--- src/dnn_cfg.svh ---
`ifndef DNN_CFG_SVH
`define DNN_CFG_SVH

// word and block geometry
`define DNN_WORD_W 64
`define DNN_BLK_WORDS 8
`define DNN_WORD_IDX_W 3

// index widths
`define DNN_LAYER_W 2
`define DNN_NEURON_W 3
`define DNN_WIDX_W 4
`define DNN_BLK_AW 4
`define DNN_STORE_AW 7

// preload address is block address above word index
`define DNN_ROM_AW (`DNN_BLK_AW + `DNN_WORD_IDX_W)

// layer shape, layer 0 first
`define DNN_NUM_LAYERS 4
`define DNN_LAYER_NEURONS '{3, 4, 2, 1}
`define DNN_LAYER_WEIGHTS '{10, 6, 9, 4}
`define DNN_LAYER_BASE '{0, 30, 54, 72}

`define DNN_STORE_DEPTH 76
// each neuron takes ceil(weights / 8) blocks
`define DNN_TOTAL_BLOCKS 15
`define DNN_MEM_LAT 3

`endif

--- src/dnn_pkg.sv ---
`include "dnn_cfg.svh"

package dnn_pkg;

  // one weight word
  typedef logic [`DNN_WORD_W-1:0] weight_t;

  // indices into the layer / neuron / weight space
  typedef logic [`DNN_LAYER_W-1:0] layer_t;
  typedef logic [`DNN_NEURON_W-1:0] neuron_t;
  typedef logic [`DNN_WIDX_W-1:0] widx_t;

  // block memory and weight store addresses
  typedef logic [`DNN_BLK_AW-1:0] blk_addr_t;
  typedef logic [`DNN_STORE_AW-1:0] store_addr_t;

  typedef enum logic [2:0] {
    IDLE,
    GET_MEM,     // waiting on mem_ready
    LD_WEIGHTS,  // one write per cycle
    NEW_NEURON,
    DONE
  } ld_state_t;

endpackage

--- src/weight_wr_if.sv ---
`timescale 1ns/100ps

interface weight_wr_if;

  logic              write_weight;
  dnn_pkg::weight_t  weight_bus;
  dnn_pkg::layer_t   layer_sel;
  dnn_pkg::neuron_t  neuron_sel;
  dnn_pkg::widx_t    weight_sel;  // index within the neuron

  modport source (
    output write_weight,
    output weight_bus,
    output layer_sel,
    output neuron_sel,
    output weight_sel
  );

  modport sink (
    input write_weight,
    input weight_bus,
    input layer_sel,
    input neuron_sel,
    input weight_sel
  );

endinterface

--- src/neuron_weight_store.sv ---
`timescale 1ns/100ps
`include "dnn_cfg.svh"

module neuron_weight_store (
  input  logic                 clk,
  input  logic                 rst_n,
  weight_wr_if.sink            wr,
  input  dnn_pkg::store_addr_t rd_addr,
  output dnn_pkg::weight_t     rd_data
);

  localparam int BASE [`DNN_NUM_LAYERS] = `DNN_LAYER_BASE;
  localparam int WEIGHTS [`DNN_NUM_LAYERS] = `DNN_LAYER_WEIGHTS;
  localparam int DEPTH = `DNN_STORE_DEPTH;

  dnn_pkg::weight_t mem [DEPTH];

  int wr_addr_full;
  dnn_pkg::store_addr_t wr_addr;

  // base of layer + neuron * weights per neuron + weight index
  always_comb begin
    wr_addr_full = BASE[wr.layer_sel]
                 + int'(wr.neuron_sel) * WEIGHTS[wr.layer_sel]
                 + int'(wr.weight_sel);
  end

  assign wr_addr = dnn_pkg::store_addr_t'(wr_addr_full);

  always_ff @(posedge clk) begin
    if (wr.write_weight)
      mem[wr_addr] <= wr.weight_bus;
  end

  // registered readback
  always_ff @(posedge clk) begin
    rd_data <= mem[rd_addr];
  end

  // selects coming from the loader must land inside the store
  a_addr_range: assert property (
    @(posedge clk) disable iff (!rst_n)
    wr.write_weight |-> wr_addr_full < DEPTH
  ) else $error("weight write address %0d beyond store depth", wr_addr_full);

endmodule

--- src/flat_wrapper.sv ---
// flat-port wrapper written by rule: the top's interface ports become plain ports
module neuron_weight_store_flat 
  (clk, rst_n, rd_addr, rd_data, wr_write_weight, wr_weight_bus, wr_layer_sel, wr_neuron_sel, wr_weight_sel);
  weight_wr_if wr_i ();
  input  logic clk;
  input  logic rst_n;
  input  dnn_pkg::store_addr_t rd_addr;
  output dnn_pkg::weight_t rd_data;
  input wire logic [$bits(wr_i.write_weight)-1:0] wr_write_weight;
  input wire logic [$bits(wr_i.weight_bus)-1:0] wr_weight_bus;
  input wire logic [$bits(wr_i.layer_sel)-1:0] wr_layer_sel;
  input wire logic [$bits(wr_i.neuron_sel)-1:0] wr_neuron_sel;
  input wire logic [$bits(wr_i.weight_sel)-1:0] wr_weight_sel;
  assign wr_i.write_weight = wr_write_weight;
  assign wr_i.weight_bus = wr_weight_bus;
  assign wr_i.layer_sel = wr_layer_sel;
  assign wr_i.neuron_sel = wr_neuron_sel;
  assign wr_i.weight_sel = wr_weight_sel;
  neuron_weight_store u_core (.clk(clk), .rst_n(rst_n), .wr(wr_i), .rd_addr(rd_addr), .rd_data(rd_data));
endmodule
--- config.mk ---
export PLATFORM = sky130hd
export DESIGN_NAME = neuron_weight_store_flat
export DESIGN_NICKNAME = d
export VERILOG_FILES = /design/src/dnn_pkg.sv /design/src/weight_wr_if.sv /design/src/neuron_weight_store.sv /design/src/flat_wrapper.sv
export VERILOG_INCLUDE_DIRS = /design/src /design/src/src
export SDC_FILE = /design/constraint.sdc
export NUM_CORES = 2
export LEC_CHECK = 0
export BUFFER_PORTS_ARGS = -buffer_cell sky130_fd_sc_hd__buf_2
export CAP_MARGIN = 30
export CORE_ASPECT_RATIO = 0.6
export CORE_MARGIN = 2
export CORE_UTILIZATION = 60
export DETAILED_ROUTE_END_ITERATION = 8
export PLACE_DENSITY_LB_ADDON = 0.05
export SLEW_MARGIN = 25
export SYNTH_ARGS = -nofsm -noshare
export SYNTH_HDL_FRONTEND = slang
export SYNTH_MEMORY_MAX_BITS = 65536
export SYNTH_SLANG_ARGS = --single-unit
--- constraint.sdc ---
create_clock -name clk -period 10.7 [get_ports clk]
set_input_delay 2.14 -clock clk [delete_from_list [all_inputs] [get_ports clk]]
set_output_delay 2.14 -clock clk [all_outputs]
set_load 0.05 [all_outputs]
==> run_results.csv <==
group,metric,value,unit
die,pin_count,147,
sta,setup-violations-final,0,
placement,port-buffer-count,145,
synth,ys_ff_latch,4928,
synth,synth_compound_area_share,3.44,%
clock_network,root_buffer,"clkbuf_16",
clock_network,htreeDepth,5,
synth,synth_simple_gate_area_share,1.48,%
cells_and_area,finalInstanceArea,210000,um^2
sta,fin_skew,58.5,ps
min_path,holdCritStartpoint,"u_core.mem[73][41]",
clock_network,cts_sinks,4928,
drt,drt-total-wl,544000,um
synth,synthMuxAreaShare,15.2,%
status,status,"finished clean",
flow_run,maxCapViolCount,0,
clock_network,ctsHoldBuffers,0,
power_and_ir_drop,p_leak,0.0683,uW
clock_network,clk_pin_slew,70,ps
sta,hold_violations,0,
synth,synth_top_family_by_area,"multiplexers",
synth,yosys_warnings,0,
cells_and_area,fin_nets,9445,
sta,min_period_over_period,69.3,%
global_routing,grt_pass1_vias,91900,
die,core,313000,um^2
placement,placed_cell_area,196000,um^2
clock_network,cts_buffers,429,
critical_path,endpoint_kind,"flop",
synth,async_flop_share,0,%
cells_and_area,utilization,67.2,%
critical_path,start_kind,"primary input",
global_routing,met1_usage,53.8,%
die,rows,159,
drt,firstDrtPassIters,6,
synth,synth-edff-count,4864,
synth,synth.area.top_cells,"edfxtp_1, mux4_2, mux2i_1",
sta,fin_tns_setup,0,ps
power_and_ir_drop,power.total,40800,uW
power_and_ir_drop,powerDensity,194,nW/um^2
synth,synth.top_cell.area_share,77.5,%
die,fp.dieW,727,um
sta,min_period,7420,ps
synth,syn_area_per_cell,21.1,um^2
sta,slew_viol_final,0,
drt,ant_nets,0,
synth,synth_xor_area_share,0.0325,%
global_routing,busiest_layer,"met1",
sta,rsz0062_at_grt,"false",
clock_network,clockBufferDepth,4,
critical_path,required,11290,ps
global_routing,grt_pass1_wl,744000,um
critical_path,timing.rr.start,"u_core.mem[44][2]",
drt,via_per_inst,7.03,
global_routing,antenna_found_initial,42,
synth,synth_cells,8932,
drt,num_vias,97700,
sta,worst_pin_slew,1090,ps
synth,syn-num-nets,9039,
clock_network,clock_latency,980,ps
critical_path,cp_data_arrival_time,8010,ps
drt,drc,0,
global_routing,overflow,0,
cells_and_area,stdcell_count,13900,
die,design.die.area,319000,um^2
critical_path,rrSetupSlack,8260,ps
synth,synth_adder_area_share,0.195,%
critical_path,cp_max_fo,16,
die,start_util,60.2,%
clock_network,cts_tree,"yes",
synth,syn-cell-area,188000,um^2
cells_and_area,syn_to_final_growth,11.5,%
cells_and_area,drive_gt1_share,20.7,%
global_routing,met2_usage,47.4,%
global_routing,grt_usage,34.0,%
sta,max_freq,135,MHz
global_routing,grt_max_degree,121,
clock_network,post_cts_buffers,0,
critical_path,critPathLaunch,"wr_layer_sel[0]",
sta,slew_headroom,27.1,%
critical_path,crit_type,"primary input to flop",
min_path,worst_hold_path_type,"flop to flop",
synth,post_synth_num_cell_types,41,
placement,place_inst,13100,
synth,ys_seq_area_share,78.2,%
drt,drt-initial-drc-count,17100,
drt,wire_per_inst,39.2,um
global_routing,use_met3,9.06,%
clock_network,cts_resized,0,
die,die_y,438,um
synth,ys.flop_type,"edfxtp_1",
synth,yosysTopAreaCell,"edfxtp_1",
placement,dpl.hpwl,303000,um
power_and_ir_drop,ir_drop,0.000161,V
placement,gp_congestion,0.845,
-- where the power goes --
part / total [uW] / internal, uW / switching, uW
Clock: 15500 / 8570 / 6900
Sequential: 22200 / 22000 / 197
Combinational: 3130 / 918 / 2210
-- flip-flops by register name, summed over array words and instances, names as in the netlist --
| register | count |
|---|---|
| u_core.rd_data | 64 |
| u_core.mem | 4864 |
-- cells in the mapped netlist (76+ instances only) --
master       n
a21oi_1    134
a22oi_1    501
buf_2      241
clkbuf_1   155
edfxtp_1  4864
mux2i_1   1158
mux4_2     729
nand2_1     76
nand3_1    251
nor2_1     148
o21ai_0    118
-- through the flow --
| stage | setup slack (ps) | hold WS [ps] |
|---|---|---|
| floorplan | 2030 | 726 |
| global placement | 2020 | 798 |
| detailed placement | 2020 | 796 |
| CTS | 3020 | 817 |
| global route | 3110 | 866 |
| finish | 3280 | 816 |
-- layout by cell type (no fill, tap or decap), types with 72 or more instances in the layout --
cell | netlist | routed
clkinv_2 | 0 | 80
nand3_1 | 251 | 251
mux4_2 | 729 | 729
o21ai_0 | 118 | 115
edfxtp_1 | 4864 | 4864
a22oi_1 | 501 | 501
buf_12 | 0 | 72
nor2_4 | 0 | 81
buf_4 | 49 | 275
clkbuf_16 | 0 | 437
buf_2 | 241 | 126
mux2i_1 | 1158 | 1158
clkbuf_1 | 155 | 93
clkinv_1 | 0 | 78
a21oi_1 | 134 | 134
nand2_1 | 76 | 75
-- path summary, 6_finish.rpt --
check / to / cells past startpoint
worst max register to register: u_core.rd_data[2] / 5
worst min-delay path: u_core.rd_data[41] / 4
worst min register to register: u_core.rd_data[41] / 4
worst max-delay path: u_core.mem[26][10] / 17
-- critical path: stages --
cell	delay, ps
buf_2	140
inv_1	70
ha_1	370
fa_1	530
inv_1	50
ha_1	280
inv_1	50
fa_1	480
inv_1	40
ha_1	210
fa_1	490
a21o_1	180
a21oi_1	240
xnor2_2	320
nand3_1	880
nor2_4	930
buf_4	520
-- routing by layer --
metal | up-vias | part of all wire, %
met5 | - | 0.020
li1 | 38100 | -
met4 | 16 | 2.8
met1 | 51800 | 41
met3 | 745 | 14
met2 | 7066 | 43
-- cell families after synthesis --
kind of cell | count (synthesis)
compound gates | 899
simple gates | 585
xor+xnor | 7
mux | 1951
buf+inv | 538
fa+ha+maj | 24
flops | 4928
-- cell type report --
type                       instances  area (um^2)
inverter                          23         86.3
antenna                           27         67.6
clock buffer                     557        11700
multi-input combinational       3466        39100
fill                           19900       103000
clock inverter                   226         2100
tap                             4186         5240
timing repair buffer             490         4500
sequential                      4928       147000
Power figures use the tool's default switching activity.
