`src/dnn_cfg.svh`:
```
`ifndef DNN_CFG_SVH
`define DNN_CFG_SVH

// word and block geometry
`define DNN_WORD_W 64
`define DNN_BLK_WORDS 8
`define DNN_WORD_IDX_W 3

// index widths
`define DNN_LAYER_W 2
`define DNN_NEURON_W 3
`define DNN_WIDX_W 4
`define DNN_BLK_AW 4
`define DNN_STORE_AW 7

// preload address is block address above word index
`define DNN_ROM_AW (`DNN_BLK_AW + `DNN_WORD_IDX_W)

// layer shape, layer 0 first
`define DNN_NUM_LAYERS 4
`define DNN_LAYER_NEURONS '{3, 4, 2, 1}
`define DNN_LAYER_WEIGHTS '{10, 6, 9, 4}
`define DNN_LAYER_BASE '{0, 30, 54, 72}

`define DNN_STORE_DEPTH 76
// each neuron takes ceil(weights / 8) blocks
`define DNN_TOTAL_BLOCKS 15
`define DNN_MEM_LAT 3

`endif

```
`src/dnn_pkg.sv`:
```
`include "dnn_cfg.svh"

package dnn_pkg;

  // one weight word
  typedef logic [`DNN_WORD_W-1:0] weight_t;

  // indices into the layer / neuron / weight space
  typedef logic [`DNN_LAYER_W-1:0] layer_t;
  typedef logic [`DNN_NEURON_W-1:0] neuron_t;
  typedef logic [`DNN_WIDX_W-1:0] widx_t;

  // block memory and weight store addresses
  typedef logic [`DNN_BLK_AW-1:0] blk_addr_t;
  typedef logic [`DNN_STORE_AW-1:0] store_addr_t;

  typedef enum logic [2:0] {
    IDLE,
    GET_MEM,     // waiting on mem_ready
    LD_WEIGHTS,  // one write per cycle
    NEW_NEURON,
    DONE
  } ld_state_t;

endpackage

```
`src/weight_wr_if.sv`:
```
`timescale 1ns/100ps

interface weight_wr_if;

  logic              write_weight;
  dnn_pkg::weight_t  weight_bus;
  dnn_pkg::layer_t   layer_sel;
  dnn_pkg::neuron_t  neuron_sel;
  dnn_pkg::widx_t    weight_sel;  // index within the neuron

  modport source (
    output write_weight,
    output weight_bus,
    output layer_sel,
    output neuron_sel,
    output weight_sel
  );

  modport sink (
    input write_weight,
    input weight_bus,
    input layer_sel,
    input neuron_sel,
    input weight_sel
  );

endinterface

```
`src/dnn_weight_ld.sv`:
```
`timescale 1ns/100ps
`include "dnn_cfg.svh"

module dnn_weight_ld (
  input  logic                                  clk,
  input  logic                                  rst_n,
  input  logic                                  start,
  input  logic                                  mem_ready,
  input  dnn_pkg::weight_t [`DNN_BLK_WORDS-1:0] mem_data,
  output logic                                  req_mem,
  output logic                                  busy,
  output logic                                  load_done,
  weight_wr_if.source                           wr
);

  localparam int NEURONS [`DNN_NUM_LAYERS] = `DNN_LAYER_NEURONS;
  localparam int WEIGHTS [`DNN_NUM_LAYERS] = `DNN_LAYER_WEIGHTS;

  dnn_pkg::ld_state_t state, nxt_state;

  logic [`DNN_WORD_IDX_W-1:0] word_cnt;
  dnn_pkg::widx_t weight_cnt;
  dnn_pkg::neuron_t neuron_cnt;
  dnn_pkg::layer_t layer_cnt;
  dnn_pkg::weight_t [`DNN_BLK_WORDS-1:0] blk_reg;

  logic last_weight, last_neuron, last_layer;
  logic write_weight, store_blk;
  logic clr_all, next_neuron, next_layer;

  // limits from the shape table for the current layer
  assign last_weight = weight_cnt == dnn_pkg::widx_t'(WEIGHTS[layer_cnt] - 1);
  assign last_neuron = neuron_cnt == dnn_pkg::neuron_t'(NEURONS[layer_cnt] - 1);
  assign last_layer = layer_cnt == dnn_pkg::layer_t'(`DNN_NUM_LAYERS - 1);

  // word within the latched block
  always_ff @(posedge clk, negedge rst_n) begin
    if (!rst_n)
      word_cnt <= '0;
    else if (store_blk)
      word_cnt <= '0;
    else if (write_weight)
      word_cnt <= word_cnt + 1'b1;
  end

  always_ff @(posedge clk, negedge rst_n) begin
    if (!rst_n)
      weight_cnt <= '0;
    else if (clr_all || next_neuron || next_layer)
      weight_cnt <= '0;
    else if (write_weight)
      weight_cnt <= weight_cnt + 1'b1;
  end

  always_ff @(posedge clk, negedge rst_n) begin
    if (!rst_n)
      neuron_cnt <= '0;
    else if (clr_all || next_layer)
      neuron_cnt <= '0;
    else if (next_neuron)
      neuron_cnt <= neuron_cnt + 1'b1;
  end

  always_ff @(posedge clk, negedge rst_n) begin
    if (!rst_n)
      layer_cnt <= '0;
    else if (clr_all)
      layer_cnt <= '0;
    else if (next_layer)
      layer_cnt <= layer_cnt + 1'b1;
  end

  always_ff @(posedge clk) begin
    if (store_blk)
      blk_reg <= mem_data;
  end

  always_ff @(posedge clk, negedge rst_n) begin
    if (!rst_n)
      state <= dnn_pkg::IDLE;
    else
      state <= nxt_state;
  end

  always_comb begin
    nxt_state = state;
    req_mem = 1'b0;
    write_weight = 1'b0;
    store_blk = 1'b0;
    clr_all = 1'b0;
    next_neuron = 1'b0;
    next_layer = 1'b0;
    case (state)
      dnn_pkg::IDLE: begin
        if (start) begin
          req_mem = 1'b1;
          clr_all = 1'b1;
          nxt_state = dnn_pkg::GET_MEM;
        end
      end
      dnn_pkg::GET_MEM: begin
        if (mem_ready) begin
          store_blk = 1'b1;
          nxt_state = dnn_pkg::LD_WEIGHTS;
        end
      end
      dnn_pkg::LD_WEIGHTS: begin
        write_weight = 1'b1;
        if (last_weight) begin
          nxt_state = dnn_pkg::NEW_NEURON;  // rest of block dropped
        end else if (word_cnt == '1) begin
          req_mem = 1'b1;  // neuron spills into next block
          nxt_state = dnn_pkg::GET_MEM;
        end
      end
      dnn_pkg::NEW_NEURON: begin
        if (last_neuron && last_layer) begin
          nxt_state = dnn_pkg::DONE;
        end else begin
          req_mem = 1'b1;
          next_neuron = !last_neuron;
          next_layer = last_neuron;
          nxt_state = dnn_pkg::GET_MEM;
        end
      end
      dnn_pkg::DONE: nxt_state = dnn_pkg::IDLE;
      default: nxt_state = dnn_pkg::IDLE;
    endcase
  end

  assign busy = state != dnn_pkg::IDLE;
  assign load_done = state == dnn_pkg::DONE;

  assign wr.write_weight = write_weight;
  assign wr.weight_bus = blk_reg[word_cnt];
  assign wr.layer_sel = layer_cnt;
  assign wr.neuron_sel = neuron_cnt;
  assign wr.weight_sel = weight_cnt;

  // writes stay inside the current neuron and layer
  a_wr_in_shape: assert property (
    @(posedge clk) disable iff (!rst_n)
    wr.write_weight |-> int'(weight_cnt) < WEIGHTS[layer_cnt]
                        && int'(neuron_cnt) < NEURONS[layer_cnt]
  ) else $error("weight write outside the layer shape");

  // fetch reply only lands while we wait for it
  a_ready_in_get: assert property (
    @(posedge clk) disable iff (!rst_n)
    mem_ready |-> state == dnn_pkg::GET_MEM
  ) else $error("mem_ready arrived outside GET_MEM");

endmodule

```
`src/flat_wrapper.sv`:
```
// flat-port wrapper written by rule: the top's interface ports become plain ports
module dnn_weight_ld_flat 
  (clk, rst_n, start, mem_ready, mem_data, req_mem, busy, load_done, wr_write_weight, wr_weight_bus, wr_layer_sel, wr_neuron_sel, wr_weight_sel);
  weight_wr_if wr_i ();
  input  logic clk;
  input  logic rst_n;
  input  logic start;
  input  logic mem_ready;
  input  dnn_pkg::weight_t [`DNN_BLK_WORDS-1:0] mem_data;
  output logic req_mem;
  output logic busy;
  output logic load_done;
  output wire logic [$bits(wr_i.write_weight)-1:0] wr_write_weight;
  output wire logic [$bits(wr_i.weight_bus)-1:0] wr_weight_bus;
  output wire logic [$bits(wr_i.layer_sel)-1:0] wr_layer_sel;
  output wire logic [$bits(wr_i.neuron_sel)-1:0] wr_neuron_sel;
  output wire logic [$bits(wr_i.weight_sel)-1:0] wr_weight_sel;
  assign wr_write_weight = wr_i.write_weight;
  assign wr_weight_bus = wr_i.weight_bus;
  assign wr_layer_sel = wr_i.layer_sel;
  assign wr_neuron_sel = wr_i.neuron_sel;
  assign wr_weight_sel = wr_i.weight_sel;
  dnn_weight_ld u_core (.clk(clk), .rst_n(rst_n), .start(start), .mem_ready(mem_ready), .mem_data(mem_data), .req_mem(req_mem), .busy(busy), .load_done(load_done), .wr(wr_i));
endmodule
```
`config.mk`:
```
export PLATFORM = sky130hd
export DESIGN_NAME = dnn_weight_ld_flat
export DESIGN_NICKNAME = d
export VERILOG_FILES = /design/src/dnn_pkg.sv /design/src/weight_wr_if.sv /design/src/dnn_weight_ld.sv /design/src/flat_wrapper.sv
export VERILOG_INCLUDE_DIRS = /design/src /design/src/src
export SDC_FILE = /design/constraint.sdc
export NUM_CORES = 1
export LEC_CHECK = 0
export BUFFER_PORTS_ARGS = -buffer_cell sky130_fd_sc_hd__clkbuf_2
export CAP_MARGIN = 20
export CORE_MARGIN = 2
export CORE_UTILIZATION = 40
export DETAILED_ROUTE_END_ITERATION = 8
export PLACE_DENSITY = 0.68
export REMOVE_ABC_BUFFERS = 1
export SYNTH_ARGS = -nofsm -noshare
export SYNTH_HDL_FRONTEND = slang
export SYNTH_SLANG_ARGS = --single-unit
```
`constraint.sdc`:
```
create_clock -name clk -period 55.2 [get_ports clk]
set_input_delay 8.28 -clock clk [delete_from_list [all_inputs] [get_ports clk]]
set_output_delay 8.28 -clock clk [all_outputs]
set_load 0.03 [all_outputs]
```
==> out/summary.txt <==
Top cell type's share of synthesized area = 76.5%
Final core occ = 51.2%
PnR worst setup slack = 37.90 ns
Kind of critical path = input pin to primary output
Fraction of layout cells with a size suffix above 1 = 59.3%
Most common cell on crit path = clkbuf_2
First-pass GRT wire length = 69,800 µm
Layout Area Growth over Synthesis = 26.9%
CTS max path bufs = 3
CP required = 46.92 ns
Arrival time worst endpoint = 9.02 ns
Final Hold Fails = 0
Congestion Overflow GR = 0
H-tree depth = 2
WL/cell = 21.8 µm
Initial DRC Count = 639
Crit path cell chain = clkbuf_2 -> and2_1 -> a211o_1 -> clkbuf_2
Max reg flops = 512
Synth cell types = 41
Max-slew violations = 0
Largest net degree at the start of global routing = 89
Top-count cell post-synth = edfxtp_1
Via count of the first global-routing pass = 11,500
RSZ-0062 raised after global routing = false
TNS Setup = 0 ns
Root Driver = clkbuf_16
FF+latch count, synth = 527
CP Buf/Inv Count = 2
Fmax = 57.8 MHz
CP Capture Type = primary output
Critical path startpoint category = input pin
GR Util All Layers = 17.9%
Via count = 10,600
WHS = 0.607 ns
Site Rows = 82
Synth cell count leaders = 512 x edfxtp_1, 128 x mux4_2, 64 x mux2_2
WL final = 47,300 µm
Clock Sinks = 527
Antenna viol nets, final = 0
Outcome = finished, final reports clean
Ys async rst share = 2.85%
CTS Buf Count = 54
Synth warnings = 0
Post-synth EDFFs = 512
Seq/Total Area, Yosys = 78.3%
Critical-path top delay cell = a211o_1
Initial Util = 40.3%
CTS tree = done
Tcrit/Tclk final = 31.3%
Worst path top cell family by delay = buffers and inverters
Post-CTS Setup Repair Bufs = 0
Slew @ Worst Pin = 1.06 ns
Cells after synthesis = 833
PwrDens = 49.3 nW/µm²
Dpl ws = 37.89 ns
Slew HR = 29.2%
CP max stage delay = 0.25 ns
Leakage Power = 0.00949 µW
Post-CTS Hold Buffers = 0
Via density = 4.91
Min-delay worst type = flip-flop to flip-flop
Avg Cell Area, Syn = 24.1 µm²
VDD IR max = 0.0292 mV
Synth top area cells = edfxtp_1 76%, mux4_2 14%, mux2_2 3.6%
Top FF cell, synth = edfxtp_1
Cts repair resizes = 0
Cell taking the most area after synthesis = edfxtp_1
Worst Path Max Fanout = 7
First-pass DRT Iterations = 5
Worst Skew = 0.0283 ns
Die Height = 228 µm
Max Cap Violations = 0
Core ar. = 49,900 µm²
Final setup violation count = 0
Port Buffers = 592
# DRC = 0
Initial antenna violation count = 5
Mapped Area = 20,100 µm²
Hpwl dp = 33,800 µm
Min Tclk post-route = 17.30 ns
Number of I/O pins = 593
Die footprint = 52,100 µm²
Skew-Pair Late Insertion Delay = 0.60 ns
GP Congestion = 0.842
Chip width = 228 µm
# nets final = 1,982
Clk slew on worst S/H paths = 0.06 ns
[where the power goes]
part / internal (µW) / switching [µW]
registers: 537 / 34.4
logic: 149 / 201
clock network: 187 / 150
[metal layers]
| layer | vias to the layer above | GRT usage (%) | routed length (µm) |
|---|---|---|---|
| met5 | - | 0 | 57 |
| met4 | 8 | 5.70 | 1170 |
| met3 | 81 | 5.60 | 3790 |
| met2 | 419 | 31.9 | 25200 |
| met1 | 5350 | 20.6 | 17100 |
| li1 | 4787 | - | - |
[area by class of cell]
| class | count | area, µm² |
|---|---|---|
| Clock inverter | 30 | 199 |
| Clock buffer | 66 | 1420 |
| Inverter | 6 | 22.5 |
| Antenna cell | 1 | 2.50 |
| Fill cell | 4057 | 24400 |
| Timing Repair Buffer | 605 | 3080 |
| Tap cell | 672 | 841 |
| Multi-Input combinational cell | 263 | 4190 |
| Sequential cell | 527 | 15800 |
[worst paths after layout]
kind	startpoint	to	slack (ns)	cells past startpoint
max	start	req_mem	37.90	4
min	u_core.wr.neuron_sel[0]	u_core.wr.neuron_sel[0]	0.61	1
max reg2reg	u_core.state[1]	u_core.blk_reg[401]	51.28	4
min reg2reg	u_core.wr.neuron_sel[0]	u_core.wr.neuron_sel[0]	0.61	1
max in group asynchronous	rst_n	u_core.word_cnt[0]	47.27	1
min in group asynchronous	rst_n	u_core.wr.neuron_sel[2]	7.61	1
[metrics by stage]
step	total power (µW)	cell area [µm²]	cells
floorplan	1000	19900	796
global placement	925	23900	2072
detailed placement	935	23900	2072
CTS	1270	25500	2168
global route	1310	25500	2170
finish	1260	25500	2170
[cell usage in the layout (no fill, tap or decap), types with 2 or more instances in the layout]
master / instances
nand2_1: 5
clkinv_1: 9
clkinvlp_4: 5
o21ai_0: 2
edfxtp_1: 512
nand3b_1: 2
clkbuf_1: 11
dfrtp_4: 3
a21oi_1: 3
mux2_2: 64
xnor2_1: 2
and3_2: 2
nor3_1: 7
clkbuf_16: 55
nor2_1: 7
o32ai_1: 2
mux2i_1: 3
buf_4: 12
clkinv_2: 12
a21o_2: 2
inv_1: 5
dfrtp_1: 12
mux4_2: 128
xor2_1: 6
clkbuf_2: 592
o21a_1: 2
ha_1: 9
[logic make-up after synthesis]
kind of cell,share of synthesized area (%)
simple gates,0.884
xor+xnor,0.473
flops,78.3
mux,18.1
fa+ha+maj,0.560
compound gates,0.766
buf+inv,0.909
No activity file was read; power rests on OpenSTA's default activity.
